===== config.mk =====
export PLATFORM = sky130hd
export DESIGN_NAME = feLoaderTop
export DESIGN_NICKNAME = d
export VERILOG_FILES = /design/src/source/feLoaderPkg.sv /design/src/source/diagDataMux.sv /design/src/source/ebusCycle.sv /design/src/source/feLoaderTop.sv /design/src/source/loadCmdRegs.sv /design/src/source/loadSequencer.sv
export VERILOG_INCLUDE_DIRS = /design/src /design/src/source
export SDC_FILE = /design/constraint.sdc
export NUM_CORES = 1
export LEC_CHECK = 0
export ABC_AREA = 0
export BUFFER_PORTS_ARGS = -buffer_cell sky130_fd_sc_hd__buf_2
export CAP_MARGIN = 20
export CORE_MARGIN = 8
export CORE_UTILIZATION = 50
export DETAILED_ROUTE_END_ITERATION = 12
export GPL_ROUTABILITY_DRIVEN = 1
export MAX_ROUTING_LAYER = met4
export PLACE_DENSITY = 0.84
export SKIP_CTS_REPAIR_TIMING = 1
export SLEW_MARGIN = 20
export SYNTH_ARGS = -nofsm -noshare
export SYNTH_HDL_FRONTEND = slang
export SYNTH_SLANG_ARGS = --single-unit

===== constraint.sdc =====
create_clock -name clk -period 23.2 [get_ports clk]
set_clock_uncertainty 0.15 [all_clocks]
set_input_delay 2.32 -clock clk [delete_from_list [all_inputs] [get_ports clk]]
set_output_delay 2.32 -clock clk [all_outputs]
set_load 0.005 [all_outputs]

===== src/source/feLoader_config.svh =====
// Front-end loader configuration
`ifndef FELOADER_CONFIG_SVH
`define FELOADER_CONFIG_SVH

////////////////////////////////////////////////////////////////////////////
// Widths

// EBUS data path
`define FE_EBUS_W 36
// Control word is 80 bits plus the 6-bit CALL/DISP special field
`define FE_CRAM_W 86
`define FE_CRAM_ADR_W 11
`define FE_DRAM_ADR_W 9
// Even, odd and common DRAM words
`define FE_DRAM_FIELD_W 16
// IR value that addresses the DRAM
`define FE_IR_W 13

////////////////////////////////////////////////////////////////////////////
// Bus cycle timing, in clocks

`define FE_WRITE_STROBE_CYC 3
`define FE_WRITE_DRIVE_CYC 4
`define FE_FUNC_STROBE_CYC 18

////////////////////////////////////////////////////////////////////////////
// Master-reset MBOX sync loop

// Wait before each change-coming sample
`define FE_SYNC_WAIT_CYC 5
`define FE_SYNC_MAX_STEPS 5

`endif


===== src/source/feLoaderPkg.sv =====
// Front-end loader types
`include "feLoader_config.svh"

package feLoaderPkg;

  // Bit numbering follows the KL convention
  // KL bit n of a 36-bit word is vector bit 35-n
  // Control bit n of the CRAM word is vector bit 85-n

  // Diagnostic function codes, octal as in the KL docs
  typedef enum logic [6:0] {
    STOP_CLOCK       = 7'o000,
    START_CLOCK      = 7'o001,
    STEP_CLOCK       = 7'o002,
    COND_STEP        = 7'o004,
    CLR_RESET        = 7'o006,
    SET_RESET        = 7'o007,
    CLR_RUN          = 7'o010,
    IRLTCH           = 7'o014,
    // Clock board setup used by master reset
    BURST_CTR_RH     = 7'o042,
    BURST_CTR_LH     = 7'o043,
    CLK_SRC_RATE     = 7'o044,
    EBOX_CLK_DIS     = 7'o045,
    RESET_PAR_REGS   = 7'o046,
    MBOX_DIS_PAR_CHK = 7'o047,
    // CRAM diagnostic address and write slices
    CRAM_DIAG_ADR_RH = 7'o051,
    CRAM_DIAG_ADR_LH = 7'o052,
    CRAM_WRITE_80_85 = 7'o053,
    CRAM_WRITE_60_79 = 7'o054,
    CRAM_WRITE_40_59 = 7'o055,
    CRAM_WRITE_20_39 = 7'o056,
    CRAM_WRITE_00_19 = 7'o057,
    // DRAM loads
    LDRAM1           = 7'o060,
    LDRAM2           = 7'o061,
    LDRAM3           = 7'o062,
    LDRJEV           = 7'o063,
    LDRJOD           = 7'o064,
    ENABLE_KL        = 7'o067,
    INIT_CHANNELS    = 7'o070,
    WRITE_MBOX       = 7'o071,
    EBUS_LOAD        = 7'o076,
    LOAD_AR          = 7'o077
  } diagFunc_e;

  typedef enum logic [1:0] {
    cramWrite,
    dramWrite,
    softReset,
    masterReset
  } loadOp_e;

  // Which data word a write step puts on the EBUS
  typedef enum logic [2:0] {
    slotZero,
    slotCramAdrRh,
    slotCramAdrLh,
    slotCramSlice,
    slotCram80,
    slotLoadAr,
    slotDramWord,
    slotMbox
  } diagSlot_e;

  typedef struct packed {
    logic [`FE_DRAM_FIELD_W-1:0] even;
    logic [`FE_DRAM_FIELD_W-1:0] odd;
    logic [`FE_DRAM_FIELD_W-1:0] common;
  } dramPair_t;

  // valid marks a command in progress once latched
  typedef struct packed {
    logic                      valid;
    loadOp_e                   op;
    logic [`FE_CRAM_ADR_W-1:0] adr;
    logic [`FE_CRAM_W-1:0]     cw;
    dramPair_t                 dram;
  } loadCmd_t;

  typedef struct packed {
    diagFunc_e func;
    logic      isWrite;
    diagSlot_e slot;
  } diagStep_t;

  typedef struct packed {
    logic [6:0]            ds;
    logic                  diagStrobe;
    logic                  driving;
    logic [`FE_EBUS_W-1:0] data;
  } ebusDiag_t;

endpackage


===== src/source/diagDataMux.sv =====
// Diagnostic data formation
`include "feLoader_config.svh"

module diagDataMux (
  input  feLoaderPkg::diagStep_t  step,
  input  feLoaderPkg::loadCmd_t   curCmd,
  output feLoaderPkg::diagFunc_e  func,
  output logic                    isWrite,
  output logic [`FE_EBUS_W-1:0]   data
);
  import feLoaderPkg::*;

  logic [19:0]                  slice;
  logic [`FE_DRAM_FIELD_W-1:0]  dramWord;
  logic [`FE_DRAM_ADR_W-1:0]    dramAdr;
  logic [`FE_IR_W-1:0]          ir;

  assign func    = step.func;
  assign isWrite = step.isWrite;
  assign dramAdr = curCmd.adr[`FE_DRAM_ADR_W-1:0];

  // Twenty control bits starting at the slice's first KL control bit
  always_comb begin
    case (step.func)
      CRAM_WRITE_60_79: slice = curCmd.cw[`FE_CRAM_W-1-60 -: 20];
      CRAM_WRITE_40_59: slice = curCmd.cw[`FE_CRAM_W-1-40 -: 20];
      CRAM_WRITE_20_39: slice = curCmd.cw[`FE_CRAM_W-1-20 -: 20];
      default:          slice = curCmd.cw[`FE_CRAM_W-1 -: 20];
    endcase
  end

  // Even word for A/B and J8-10 even, odd word likewise, else common
  always_comb begin
    case (step.func)
      LDRAM1, LDRJEV: dramWord = curCmd.dram.even;
      LDRAM2, LDRJOD: dramWord = curCmd.dram.odd;
      default:        dramWord = curCmd.dram.common;
    endcase
  end

  // Opcode 7xx spreads the device and operation digits across IR
  always_comb begin
    if (dramAdr[8:6] != 3'o7) begin
      ir = {dramAdr, 4'b0000};
    end else begin
      ir = {dramAdr[8:6], 4'b0000, dramAdr[5:3], dramAdr[2:0]};
    end
  end

  ////////////////////////////////////////////////////////////////////////////
  // EBUS word, KL bit n at vector bit 35-n
  always_comb begin
    data = '0;
    case (step.slot)
      // CRAM address 5-10 into KL 0-5
      slotCramAdrRh: data[35:30] = curCmd.adr[5:0];
      // CRAM address 0-4 into KL 1-5
      slotCramAdrLh: data[34:30] = curCmd.adr[10:6];
      slotCramSlice: begin
        // Four-bit groups at KL 8, 14, 20, 26 and 32
        for (int g = 0; g < 5; g++) begin
          data[27 - 6*g -: 4] = slice[19 - 4*g -: 4];
        end
      end
      // CALL and DISP bits 80-85 into KL 0-5
      slotCram80:    data[35:30] = curCmd.cw[5:0];
      // IR into AR 0-12
      slotLoadAr:    data[35:23] = ir;
      slotDramWord:  data[33:18] = dramWord;
      slotMbox:      data = `FE_EBUS_W'(36'o120);
      default:       data = '0;
    endcase
  end

endmodule


===== src/source/ebusCycle.sv =====
// Diagnostic bus cycle timing
`include "feLoader_config.svh"

module ebusCycle (
  input  logic                   clk,
  input  logic                   rstN,
  input  logic                   cycleReq,
  input  feLoaderPkg::diagFunc_e func,
  input  logic                   isWrite,
  input  logic [`FE_EBUS_W-1:0]  data,
  output feLoaderPkg::ebusDiag_t ebus,
  output logic                   cycleDone
);
  import feLoaderPkg::*;

  localparam int CntW = $clog2(`FE_FUNC_STROBE_CYC + 2);

  // Cycle number within the bus cycle, zero when idle
  logic [CntW-1:0]        cnt;
  logic [CntW-1:0]        lastCyc;
  logic [CntW-1:0]        strobeCyc;
  logic                   isWriteR;
  diagFunc_e              funcR;
  logic [`FE_EBUS_W-1:0]  dataR;

  // Done lands in the cycle after the longer of strobe and drive
  assign lastCyc   = isWriteR ? CntW'(`FE_WRITE_DRIVE_CYC + 1) :
                                CntW'(`FE_FUNC_STROBE_CYC + 1);
  assign strobeCyc = isWriteR ? CntW'(`FE_WRITE_STROBE_CYC) :
                                CntW'(`FE_FUNC_STROBE_CYC);

  always_ff @(posedge clk or negedge rstN) begin
    if (!rstN) begin
      cnt      <= '0;
      isWriteR <= 1'b0;
      funcR    <= STOP_CLOCK;
    end else if (cycleReq) begin
      // A new request may land in the done cycle
      cnt      <= CntW'(1);
      isWriteR <= isWrite;
      funcR    <= func;
    end else if (cnt == lastCyc) begin
      cnt <= '0;
    end else if (cnt != '0) begin
      cnt <= cnt + 1'b1;
    end
  end

  always_ff @(posedge clk) begin
    if (cycleReq) begin
      dataR <= data;
    end
  end

  always_comb begin
    // ds holds the last function between cycles
    ebus.ds         = funcR;
    ebus.diagStrobe = (cnt != '0) && (cnt <= strobeCyc);
    // Function cycles never drive
    ebus.driving    = isWriteR && (cnt != '0) && (cnt <= CntW'(`FE_WRITE_DRIVE_CYC));
    ebus.data       = ebus.driving ? dataR : '0;
    cycleDone       = (cnt == lastCyc);
  end

endmodule


===== src/source/feLoaderTop.sv =====
// Front-end diagnostic loader
`include "feLoader_config.svh"

module feLoaderTop (
  input  logic                   clk,
  input  logic                   rstN,
  input  logic                   cmdStart,
  input  feLoaderPkg::loadCmd_t  cmd,
  input  logic                   aChangeComingN,
  output feLoaderPkg::ebusDiag_t ebus,
  output logic                   busy,
  output logic                   done,
  output logic                   syncError
);
  import feLoaderPkg::*;

  loadCmd_t               curCmd;
  logic                   go;
  diagStep_t              step;
  logic                   cycleReq;
  logic                   cycleDone;
  diagFunc_e              func;
  logic                   isWrite;
  logic [`FE_EBUS_W-1:0]  data;

  // Command latch, busy and running addresses
  loadCmdRegs uCmdRegs (
    .clk      (clk),
    .rstN     (rstN),
    .cmdStart (cmdStart),
    .cmd      (cmd),
    .seqDone  (done),
    .go       (go),
    .curCmd   (curCmd),
    .busy     (busy)
  );

  // Walks the step list, done pulses after the last step
  loadSequencer uSeq (
    .clk            (clk),
    .rstN           (rstN),
    .go             (go),
    .op             (curCmd.op),
    .aChangeComingN (aChangeComingN),
    .cycleDone      (cycleDone),
    .step           (step),
    .cycleReq       (cycleReq),
    .seqDone        (done),
    .syncError      (syncError)
  );

  diagDataMux uMux (
    .step    (step),
    .curCmd  (curCmd),
    .func    (func),
    .isWrite (isWrite),
    .data    (data)
  );

  // Strobe and drive timing on the EBUS
  ebusCycle uCycle (
    .clk       (clk),
    .rstN      (rstN),
    .cycleReq  (cycleReq),
    .func      (func),
    .isWrite   (isWrite),
    .data      (data),
    .ebus      (ebus),
    .cycleDone (cycleDone)
  );

endmodule


===== src/source/loadCmdRegs.sv =====
// Command latch and running addresses
`include "feLoader_config.svh"

module loadCmdRegs (
  input  logic                  clk,
  input  logic                  rstN,
  input  logic                  cmdStart,
  input  feLoaderPkg::loadCmd_t cmd,
  input  logic                  seqDone,
  output logic                  go,
  output feLoaderPkg::loadCmd_t curCmd,
  output logic                  busy
);
  import feLoaderPkg::*;

  logic                      accept;
  logic [`FE_CRAM_ADR_W-1:0] cramAdr;
  logic [`FE_DRAM_ADR_W-1:0] dramAdr;
  logic [`FE_DRAM_ADR_W-1:0] dramReq;
  loadCmd_t                  nextCmd;
  loadCmd_t                  cmdR;

  // Starts during a command are dropped
  assign accept  = cmdStart && !busy;
  assign dramReq = cmd.adr[`FE_DRAM_ADR_W-1:0];

  // Address zero continues after the previous record
  always_comb begin
    nextCmd = cmd;
    if (cmd.op == cramWrite && cmd.adr == '0) begin
      nextCmd.adr = cramAdr;
    end
    if (cmd.op == dramWrite) begin
      nextCmd.adr = `FE_CRAM_ADR_W'((dramReq == '0) ? dramAdr : dramReq);
    end
  end

  always_ff @(posedge clk or negedge rstN) begin
    if (!rstN) begin
      busy    <= 1'b0;
      go      <= 1'b0;
      cramAdr <= '0;
      dramAdr <= '0;
    end else begin
      go <= accept;
      if (accept) begin
        busy <= 1'b1;
      end else if (seqDone && busy) begin
        busy <= 1'b0;
        // One CRAM word, or an even/odd DRAM pair
        if (cmdR.op == cramWrite) begin
          cramAdr <= cmdR.adr + 1'b1;
        end
        if (cmdR.op == dramWrite) begin
          dramAdr <= cmdR.adr[`FE_DRAM_ADR_W-1:0] + `FE_DRAM_ADR_W'(2);
        end
      end
    end
  end

  always_ff @(posedge clk) begin
    if (accept) begin
      cmdR <= nextCmd;
    end
  end

  always_comb begin
    curCmd       = cmdR;
    curCmd.valid = busy;
  end

endmodule


===== src/source/loadSequencer.sv =====
// Diagnostic step sequencer
`include "feLoader_config.svh"

module loadSequencer (
  input  logic                   clk,
  input  logic                   rstN,
  input  logic                   go,
  input  feLoaderPkg::loadOp_e   op,
  input  logic                   aChangeComingN,
  input  logic                   cycleDone,
  output feLoaderPkg::diagStep_t step,
  output logic                   cycleReq,
  output logic                   seqDone,
  output logic                   syncError
);
  import feLoaderPkg::*;

  localparam int WaitW = $clog2(`FE_SYNC_WAIT_CYC);
  localparam int SyncW = $clog2(`FE_SYNC_MAX_STEPS + 1);
  // Master-reset slot of the looped STEP_CLOCK, between phase one and two
  localparam logic [4:0] SyncIdx = 5'd12;

  typedef enum logic [2:0] {
    idle,
    issue,
    waitCycle,
    syncWait,
    finish
  } seqState_e;

  seqState_e        state;
  logic [4:0]       stepCnt;
  logic [WaitW-1:0] waitCnt;
  logic [SyncW-1:0] syncCnt;
  logic             atSync;
  logic             listEnd;
  logic             chainReq;

  function automatic diagStep_t fnStep(diagFunc_e f);
    return '{f, 1'b0, slotZero};
  endfunction

  function automatic diagStep_t wrStep(diagFunc_e f, diagSlot_e s);
    return '{f, 1'b1, s};
  endfunction

  function automatic logic [4:0] lastIdx(loadOp_e o);
    case (o)
      softReset:   return 5'd4;
      masterReset: return 5'd17;
      default:     return 5'd6;
    endcase
  endfunction

  ////////////////////////////////////////////////////////////////////////////
  // Step lists, one per command
  function automatic diagStep_t stepAt(loadOp_e o, logic [4:0] i);
    case (o)
      cramWrite:
        case (i)
          5'd0:    return wrStep(CRAM_DIAG_ADR_RH, slotCramAdrRh);
          5'd1:    return wrStep(CRAM_DIAG_ADR_LH, slotCramAdrLh);
          5'd2:    return wrStep(CRAM_WRITE_60_79, slotCramSlice);
          5'd3:    return wrStep(CRAM_WRITE_40_59, slotCramSlice);
          5'd4:    return wrStep(CRAM_WRITE_20_39, slotCramSlice);
          5'd5:    return wrStep(CRAM_WRITE_00_19, slotCramSlice);
          default: return wrStep(CRAM_WRITE_80_85, slotCram80);
        endcase
      dramWrite:
        case (i)
          // IR gets the DRAM address through AR
          5'd0:    return wrStep(LOAD_AR, slotLoadAr);
          5'd1:    return fnStep(IRLTCH);
          5'd2:    return wrStep(LDRAM1, slotDramWord);
          5'd3:    return wrStep(LDRAM2, slotDramWord);
          5'd4:    return wrStep(LDRAM3, slotDramWord);
          5'd5:    return wrStep(LDRJEV, slotDramWord);
          default: return wrStep(LDRJOD, slotDramWord);
        endcase
      softReset:
        case (i)
          5'd0:    return fnStep(SET_RESET);
          5'd1:    return fnStep(START_CLOCK);
          5'd2:    return fnStep(STOP_CLOCK);
          5'd3:    return fnStep(COND_STEP);
          default: return fnStep(CLR_RESET);
        endcase
      default:
        case (i)
          5'd0:    return fnStep(CLR_RUN);
          // Phase one
          5'd1:    return wrStep(CLK_SRC_RATE, slotZero);
          5'd2:    return fnStep(STOP_CLOCK);
          5'd3:    return fnStep(SET_RESET);
          5'd4:    return wrStep(RESET_PAR_REGS, slotZero);
          5'd5:    return wrStep(MBOX_DIS_PAR_CHK, slotZero);
          5'd6:    return wrStep(BURST_CTR_RH, slotZero);
          5'd7:    return wrStep(BURST_CTR_LH, slotZero);
          5'd8:    return wrStep(EBOX_CLK_DIS, slotZero);
          5'd9:    return fnStep(START_CLOCK);
          5'd10:   return wrStep(INIT_CHANNELS, slotZero);
          5'd11:   return wrStep(BURST_CTR_RH, slotZero);
          // Single step of the MBOX sync loop
          5'd12:   return fnStep(STEP_CLOCK);
          // Phase two
          5'd13:   return fnStep(COND_STEP);
          5'd14:   return fnStep(CLR_RESET);
          5'd15:   return wrStep(ENABLE_KL, slotZero);
          5'd16:   return wrStep(EBUS_LOAD, slotZero);
          default: return wrStep(WRITE_MBOX, slotMbox);
        endcase
    endcase
  endfunction

  ////////////////////////////////////////////////////////////////////////////
  // Step issue
  always_comb begin
    atSync  = (op == masterReset) && (stepCnt == SyncIdx);
    listEnd = stepCnt > lastIdx(op);
    // Next step goes out in the done cycle, leaving one idle bus cycle
    chainReq = (state == waitCycle) && cycleDone && !atSync && !listEnd;
    cycleReq = (state == issue) || chainReq;
    seqDone  = (state == finish);
    step     = stepAt(op, stepCnt);
  end

  always_ff @(posedge clk or negedge rstN) begin
    if (!rstN) begin
      state     <= idle;
      stepCnt   <= '0;
      waitCnt   <= '0;
      syncCnt   <= '0;
      syncError <= 1'b0;
    end else begin
      case (state)
        idle: begin
          if (go) begin
            stepCnt <= '0;
            syncCnt <= '0;
            state   <= issue;
            if (op == masterReset) begin
              syncError <= 1'b0;
            end
          end
        end
        issue: begin
          // Loop steps reuse the STEP_CLOCK slot
          if (!atSync) begin
            stepCnt <= stepCnt + 5'd1;
          end
          state <= waitCycle;
        end
        waitCycle: begin
          if (cycleDone) begin
            if (atSync) begin
              waitCnt <= '0;
              state   <= syncWait;
            end else if (listEnd) begin
              state <= finish;
            end else begin
              stepCnt <= stepCnt + 5'd1;
            end
          end
        end
        syncWait: begin
          waitCnt <= waitCnt + 1'b1;
          if (waitCnt == WaitW'(`FE_SYNC_WAIT_CYC - 1)) begin
            state <= issue;
            // Change coming still set, step the MBOX again
            if (!aChangeComingN && syncCnt != SyncW'(`FE_SYNC_MAX_STEPS)) begin
              syncCnt <= syncCnt + 1'b1;
            end else begin
              stepCnt <= SyncIdx + 5'd1;
              if (!aChangeComingN) begin
                syncError <= 1'b1;
              end
            end
          end
        end
        finish: begin
          state <= idle;
        end
        default: begin
          state <= idle;
        end
      endcase
    end
  end

endmodule

# After elaboration in Yosys (flattened, before gate mapping)
# Memory sizes are Yosys's and may differ from the RTL's.
# Index checks and enable logic that the tools add are counted.
# totals
latch_bits	0
mem_count	1
word_cells	168
regBits	229
output_inout_bits	48
ramBits	0
rom_bits	320
input_bits	152
# classes
shifts	0
magnitude_cmp	3
multipliers	0
n_reduce_logical	37
div	0
muxes	55
bitwise	1
add_sub_neg	6
n_eq_ne	44
# mem_list
memory	depth	word_bits	rd	rd_ports_with_merged_regs	write_ports	line	rtl
(name not given)	32	10	1	0	0	loadSequencer.sv:89	case (i)
# op_table
cell	count
$mux 5	12
$pmux 10 s6	1
$pmux 20 s3	1
$eq 7x6->1 const B	7
$pmux 7 s6	1
$mux 36	1
$pmux 11 s3	1
$pmux 16 s2	1
$mux 3	10
$pmux 7 s4	1
$mux 11	2
$pmux 4 s5	1
$pmux 5 s4	1
$eq 3x3->1 const B	6
$pmux 4 s2	2
$eq 3x2->1 const B	4
$ne 2x2->1 const B	6
$pmux 3 s2	2
$pmux 3 s4	1
$pmux 4 s3	1
$add 11x1->11 const B	1
$logic_and 1x1->1	11
$logic_not 11->1	1
$add 5x1->5 const B	2
40 further kinds	69

# Depth between registers and ports, before layout
# logic_depth
depth_word	7
ltp_mapped	13
depth_no_buf	11

# Hierarchy
# From an unflattened synthesis, not the netlist that was laid out.
# hier_totals
hier_cells	890
hier_area_um2	11119.4
# modules_own_cells
mod	cells_per_inst	seq_area_each_um2	n_inst	area_each_um2
loadCmdRegs	275	4964.8	1	5655.4
ebusCycle	131	1406.3	1	2020.7
diagDataMux	276	0.0	1	1808.0
loadSequencer	208	375.4	1	1635.3

# Worst setup path before layout
# Ideal clock, no wire load.
# synth_timing
kind	input to register
startpoint	input port cmdStart
endpoint	register uCmdRegs.go
n_path_buf	0
arrival_time_ns	8.705
required_time_ns	22.248
slack_ns	13.543
setup_ns	0.802
cell_stages	1
path_cell_list	nor2b_1
# synth_between
elab_chain_cells	1
# synth_rtl
element	line	rtl
start: declaration	feLoaderTop.sv:7	input logic cmdStart,
$logic_and 1x1->1	loadCmdRegs.sv:24	assign accept = cmdStart && !busy;
end signal: assignment	loadCmdRegs.sv:45	go <= accept;
end: declaration	loadCmdRegs.sv:10	output logic go,
# No other way between the ends.
# A chain may end at the register's enable or synchronous reset.

==> results summary <==
The initial DRC count came out at between 700 and 800. The most common cell after layout, fill and taps aside is sky130_fd_sc_hd__buf_2. The number of H-tree levels came out at 1.

Along the worst hold path, the cell count comes to 2. The boundary pin count came out at 200. The filler cell count is 1563. The global-route wire length before repair is slightly above 40000 µm. In the routed design, unresolved DRC markers number 0. Using the TritonRoute via totals, the vias-per-cell ratio works out to between 5 and 6.

The quantity of I/O buffers inserted on ports is 192. The share of flip-flops with an asynchronous set or reset came out at 21.2%. The cell count after synthesis came out at ~840. The total clock buffers created by CTS is 24. The detailed-route via count is about 7.5k. Counting tap cells, the placed design contains a total of ~1.3k instances.

On the critical path, the stage with the largest delay is an instance of sky130_fd_sc_hd__nor4b_4. Summed over all layers, the global routing overflow is 0. The required time at the endpoint of the critical path came out at a little over 20 ns. For this configuration, the core starts out at a cell density of 50.9%. The number of antenna violations at the first check in global routing is 1.

The horizontal die dimension is 160 µm. Setup repair after global routing left no endpoint under its margin. The worst register-to-register path ends at uCycle.dataR[20].

The sequential cell area fraction in the yosys report is between 60 and 70%. The count of synthesis-stage warnings from yosys came out at 0. The total area of sequential cells came out at around 6500 µm². In the global route stage, overall resource usage came out at 20.4%. After detailed routing, the average wire length per cell comes to between 20 and 25 µm. Across the VDD grid, the largest voltage drop is 0.0814 mV. The row count is 52. The HPWL after detailed placement is 18200 µm. For this design the ratio of total power to cell area is around 110 nW/µm². In the final timing run, aggregate negative setup slack is 0 ns. The per-instance average area after synthesis is ~12 µm². From synthesis to final layout, the design area changed by 18.8%. The area enclosed by the die boundary came out at 25400 µm². The reported max-cap violation count came out at 0.

The leakage power total came out at about 4.8 nW. The clock passes through at most 3 buffers. The number of buffers and inverters on the critical path is 3. The worst hold path terminates at uCmdRegs.dramAdr[6]. The worst reg-to-reg setup slack came out at approximately 19 ns. OpenSTA, run right after detailed placement, puts the worst setup slack at 18.13 ns. The synthesized cell area came out at 10300 µm².

The critical register-to-register path startpoint is uSeq.stepCnt[3]. Along the worst path, the maximum fanout reaches 19. Grouping stages by cell kind, the critical path spends the most delay in simple AND/OR/NAND/NOR gates. The arrival time of the worst setup path came out at approximately 2.8 ns. In this run the tightest slew margin relative to its limit is approximately 25%. The number of max-slew violations in the final report is 0. The predominant post-synthesis flop cell is sky130_fd_sc_hd__edfxtp_1. The power consumption is about 1.3 mW. At the pin with the least slew margin, the transition time is 1.11 ns.

The register clock-pin slew on the reported worst setup and hold paths came out at 0.06 ns. The post-route cell area is 12200 µm². The via count of the first global-routing pass came out at around 7.5k. The final estimated routing congestion in global placement is between 0.9 and 1. In this run the remaining antenna-violating nets after routing total 0. Traced cell by cell, the critical path runs through inv_1 -> ha_1 -> xor2_1 -> nor4b_4 -> buf_4 -> and2_1 -> buf_2. The highest achievable clock rate is ~190 MHz. After the last flow step, the layout net total stands at 1180. The vertical die dimension came out at between 150 and 200 µm. The worst hold-check path type is flip-flop to flip-flop. The minimum clock period after layout is ~5.3 ns. The kind of launch point of the worst setup path is a flip-flop.

The number of iterations in the first detailed-routing pass came out at 7. In the layout the commonest cells are sky130_fd_sc_hd__buf_2 (191), sky130_fd_sc_hd__edfxtp_1 (178), sky130_fd_sc_hd__nand2_1 (89), sky130_fd_sc_hd__nor2_1 (59), sky130_fd_sc_hd__dfrtp_1 (48). The unique cell type count in the Yosys netlist came out at ~70. The wire length reported by the detailed router came out at 26300 µm. The startpoint-to-endpoint class of the critical path is flip-flop to output port.

The number of hold violations in the final report came out at 0. The placed instance area came out at 11500 µm². The launch point of the worst hold path is uCmdRegs.dramAdr[6]. The fraction of layout cells with a size suffix above 1 is a little over a quarter. The number of enable-type register cells in the synthesized netlist came out at 178. The placeable core area is between 20000 and 25000 µm². The pin count of the biggest net entering global routing is between 80 and 90. The count of final setup violators is 0. STA classifies the critical path endpoint as an output port. The register bit count reported by yosys came out at 226.

The flow ran to the end, and the final reports show no timing, DRC or antenna violations. The worst register-to-register path has a depth of 8. The clock latency reported for the late side of the worst-skew pair is 0.52 ns. The final clock period utilization by the worst path came out at 22.9%.

The worst path setup slack after routing is between 15 and 20 ns. The clock drives between 200 and 250 sinks. The multi-input combinational cell area is between 3000 and 4000 µm².

The root buffer cell is sky130_fd_sc_hd__clkbuf_16. The final standard cell count with taps included and fillers excluded came out at between 1k and 1.5k. TritonCTS built the clock tree. The delay contributed by the slowest stage of the critical path is between 0.6 and 0.7 ns.
sequential cells by signal, summed over array words and instances, names as in the netlist, 5 cells and up:
name	cells
uCmdRegs.dramAdr	9
uCycle.dataR	31
uCmdRegs.cramAdr	11
uCmdRegs.curCmd	147
uCycle.funcR	6
uSeq.stepCnt	5
uCycle.cnt	5
layout make-up:
type                       instances  share of cell area [%]
timing repair buffer             203                    8.55
sequential                       226                    53.5
clock inverter                     8                   0.430
tap                              270                    2.76
multi-input combinational        532                    28.2
antenna                            1                  0.0205
inverter                          21                   0.644
clock buffer                      36                    5.85
per-stage QoR:
step	hold slack, ns	util (%)
floorplan	0.300	-
global placement	0.312	56.6
detailed placement	0.325	56.6
CTS	0.337	60.4
global route	0.353	60.5
finish	0.341	60.5
synthesized netlist by cell type, drive strengths merged (9+ instances only):
library cell,instances,area (µm²)
edfxtp,178,5350
nand2,89,334
nor2,60,228
dfrtp,48,1200
a21oi,46,230
clkbuf,43,161
and2,34,213
o21ai,30,150
nand3,26,130
inv,21,78.8
ha,20,250
buf,19,124
a31oi,16,100
mux2,12,135
o221a,12,135
xor2,12,105
nor2b,11,68.8
a221o,10,100
a222oi,9,90.1
a22oi,9,67.6
nor3,9,45.0
o221ai,9,78.8
xnor2,9,78.8
where the power goes:
part	switching, mW	internal, mW
Clock	0.156	0.213
Combinational	0.225	0.157
Sequential	0.0549	0.500
metal layers:
metal | wire length, µm | track usage [%] | up-vias | share of wire (%)
li1 | - | - | 3475 | -
met1 | 10900 | 26.4 | 3603 | 42
met2 | 12800 | 32.9 | 391 | 49
met3 | 1940 | 2.92 | 37 | 7.4
met4 | 582 | 6.35 | 0 | 2.2
met5 | 0 | - | - | 0
tightest hold or removal path: cells and delay by family (launching register included):
family,cells,cell delay (ns)
flip-flops,1,0.35
AO/OA/AOI/OAI,1,0.06
AND/OR/NAND/NOR,1,0.05
worst max path at each step:
stage	startpoint	to	slack [ns]	cells after the start
floorplan	cmdStart	uCmdRegs.go	13.54	1
global route	uCycle.cnt[1]	ebus[23]	17.67	7
CTS	uCycle.cnt[1]	ebus[21]	17.86	7
finish	uCycle.cnt[1]	ebus[21]	17.89	7
global placement	uCycle.cnt[0]	ebus[27]	18.14	7
detailed placement	cmdStart	uCmdRegs.curCmd[56]	18.13	4
cell families (layout without fill, tap and decap cells):
logic type / after synthesis / count (layout) / share of synthesized area, %
AOI/OAI and AO/OA: 193 / 193 / 13.5
xor gates and xnor gates: 21 / 21 / 1.79
adders and majority gates: 20 / 20 / 2.43
buffers and inverters: 83 / 268 / 3.54
DFF: 226 / 226 / 63.6
muxes: 16 / 16 / 1.70
other: 1 / 7 / 0.0364
and+or+nand+nor: 276 / 276 / 13.4
Note: power is estimated with default switching activity, not from simulation.
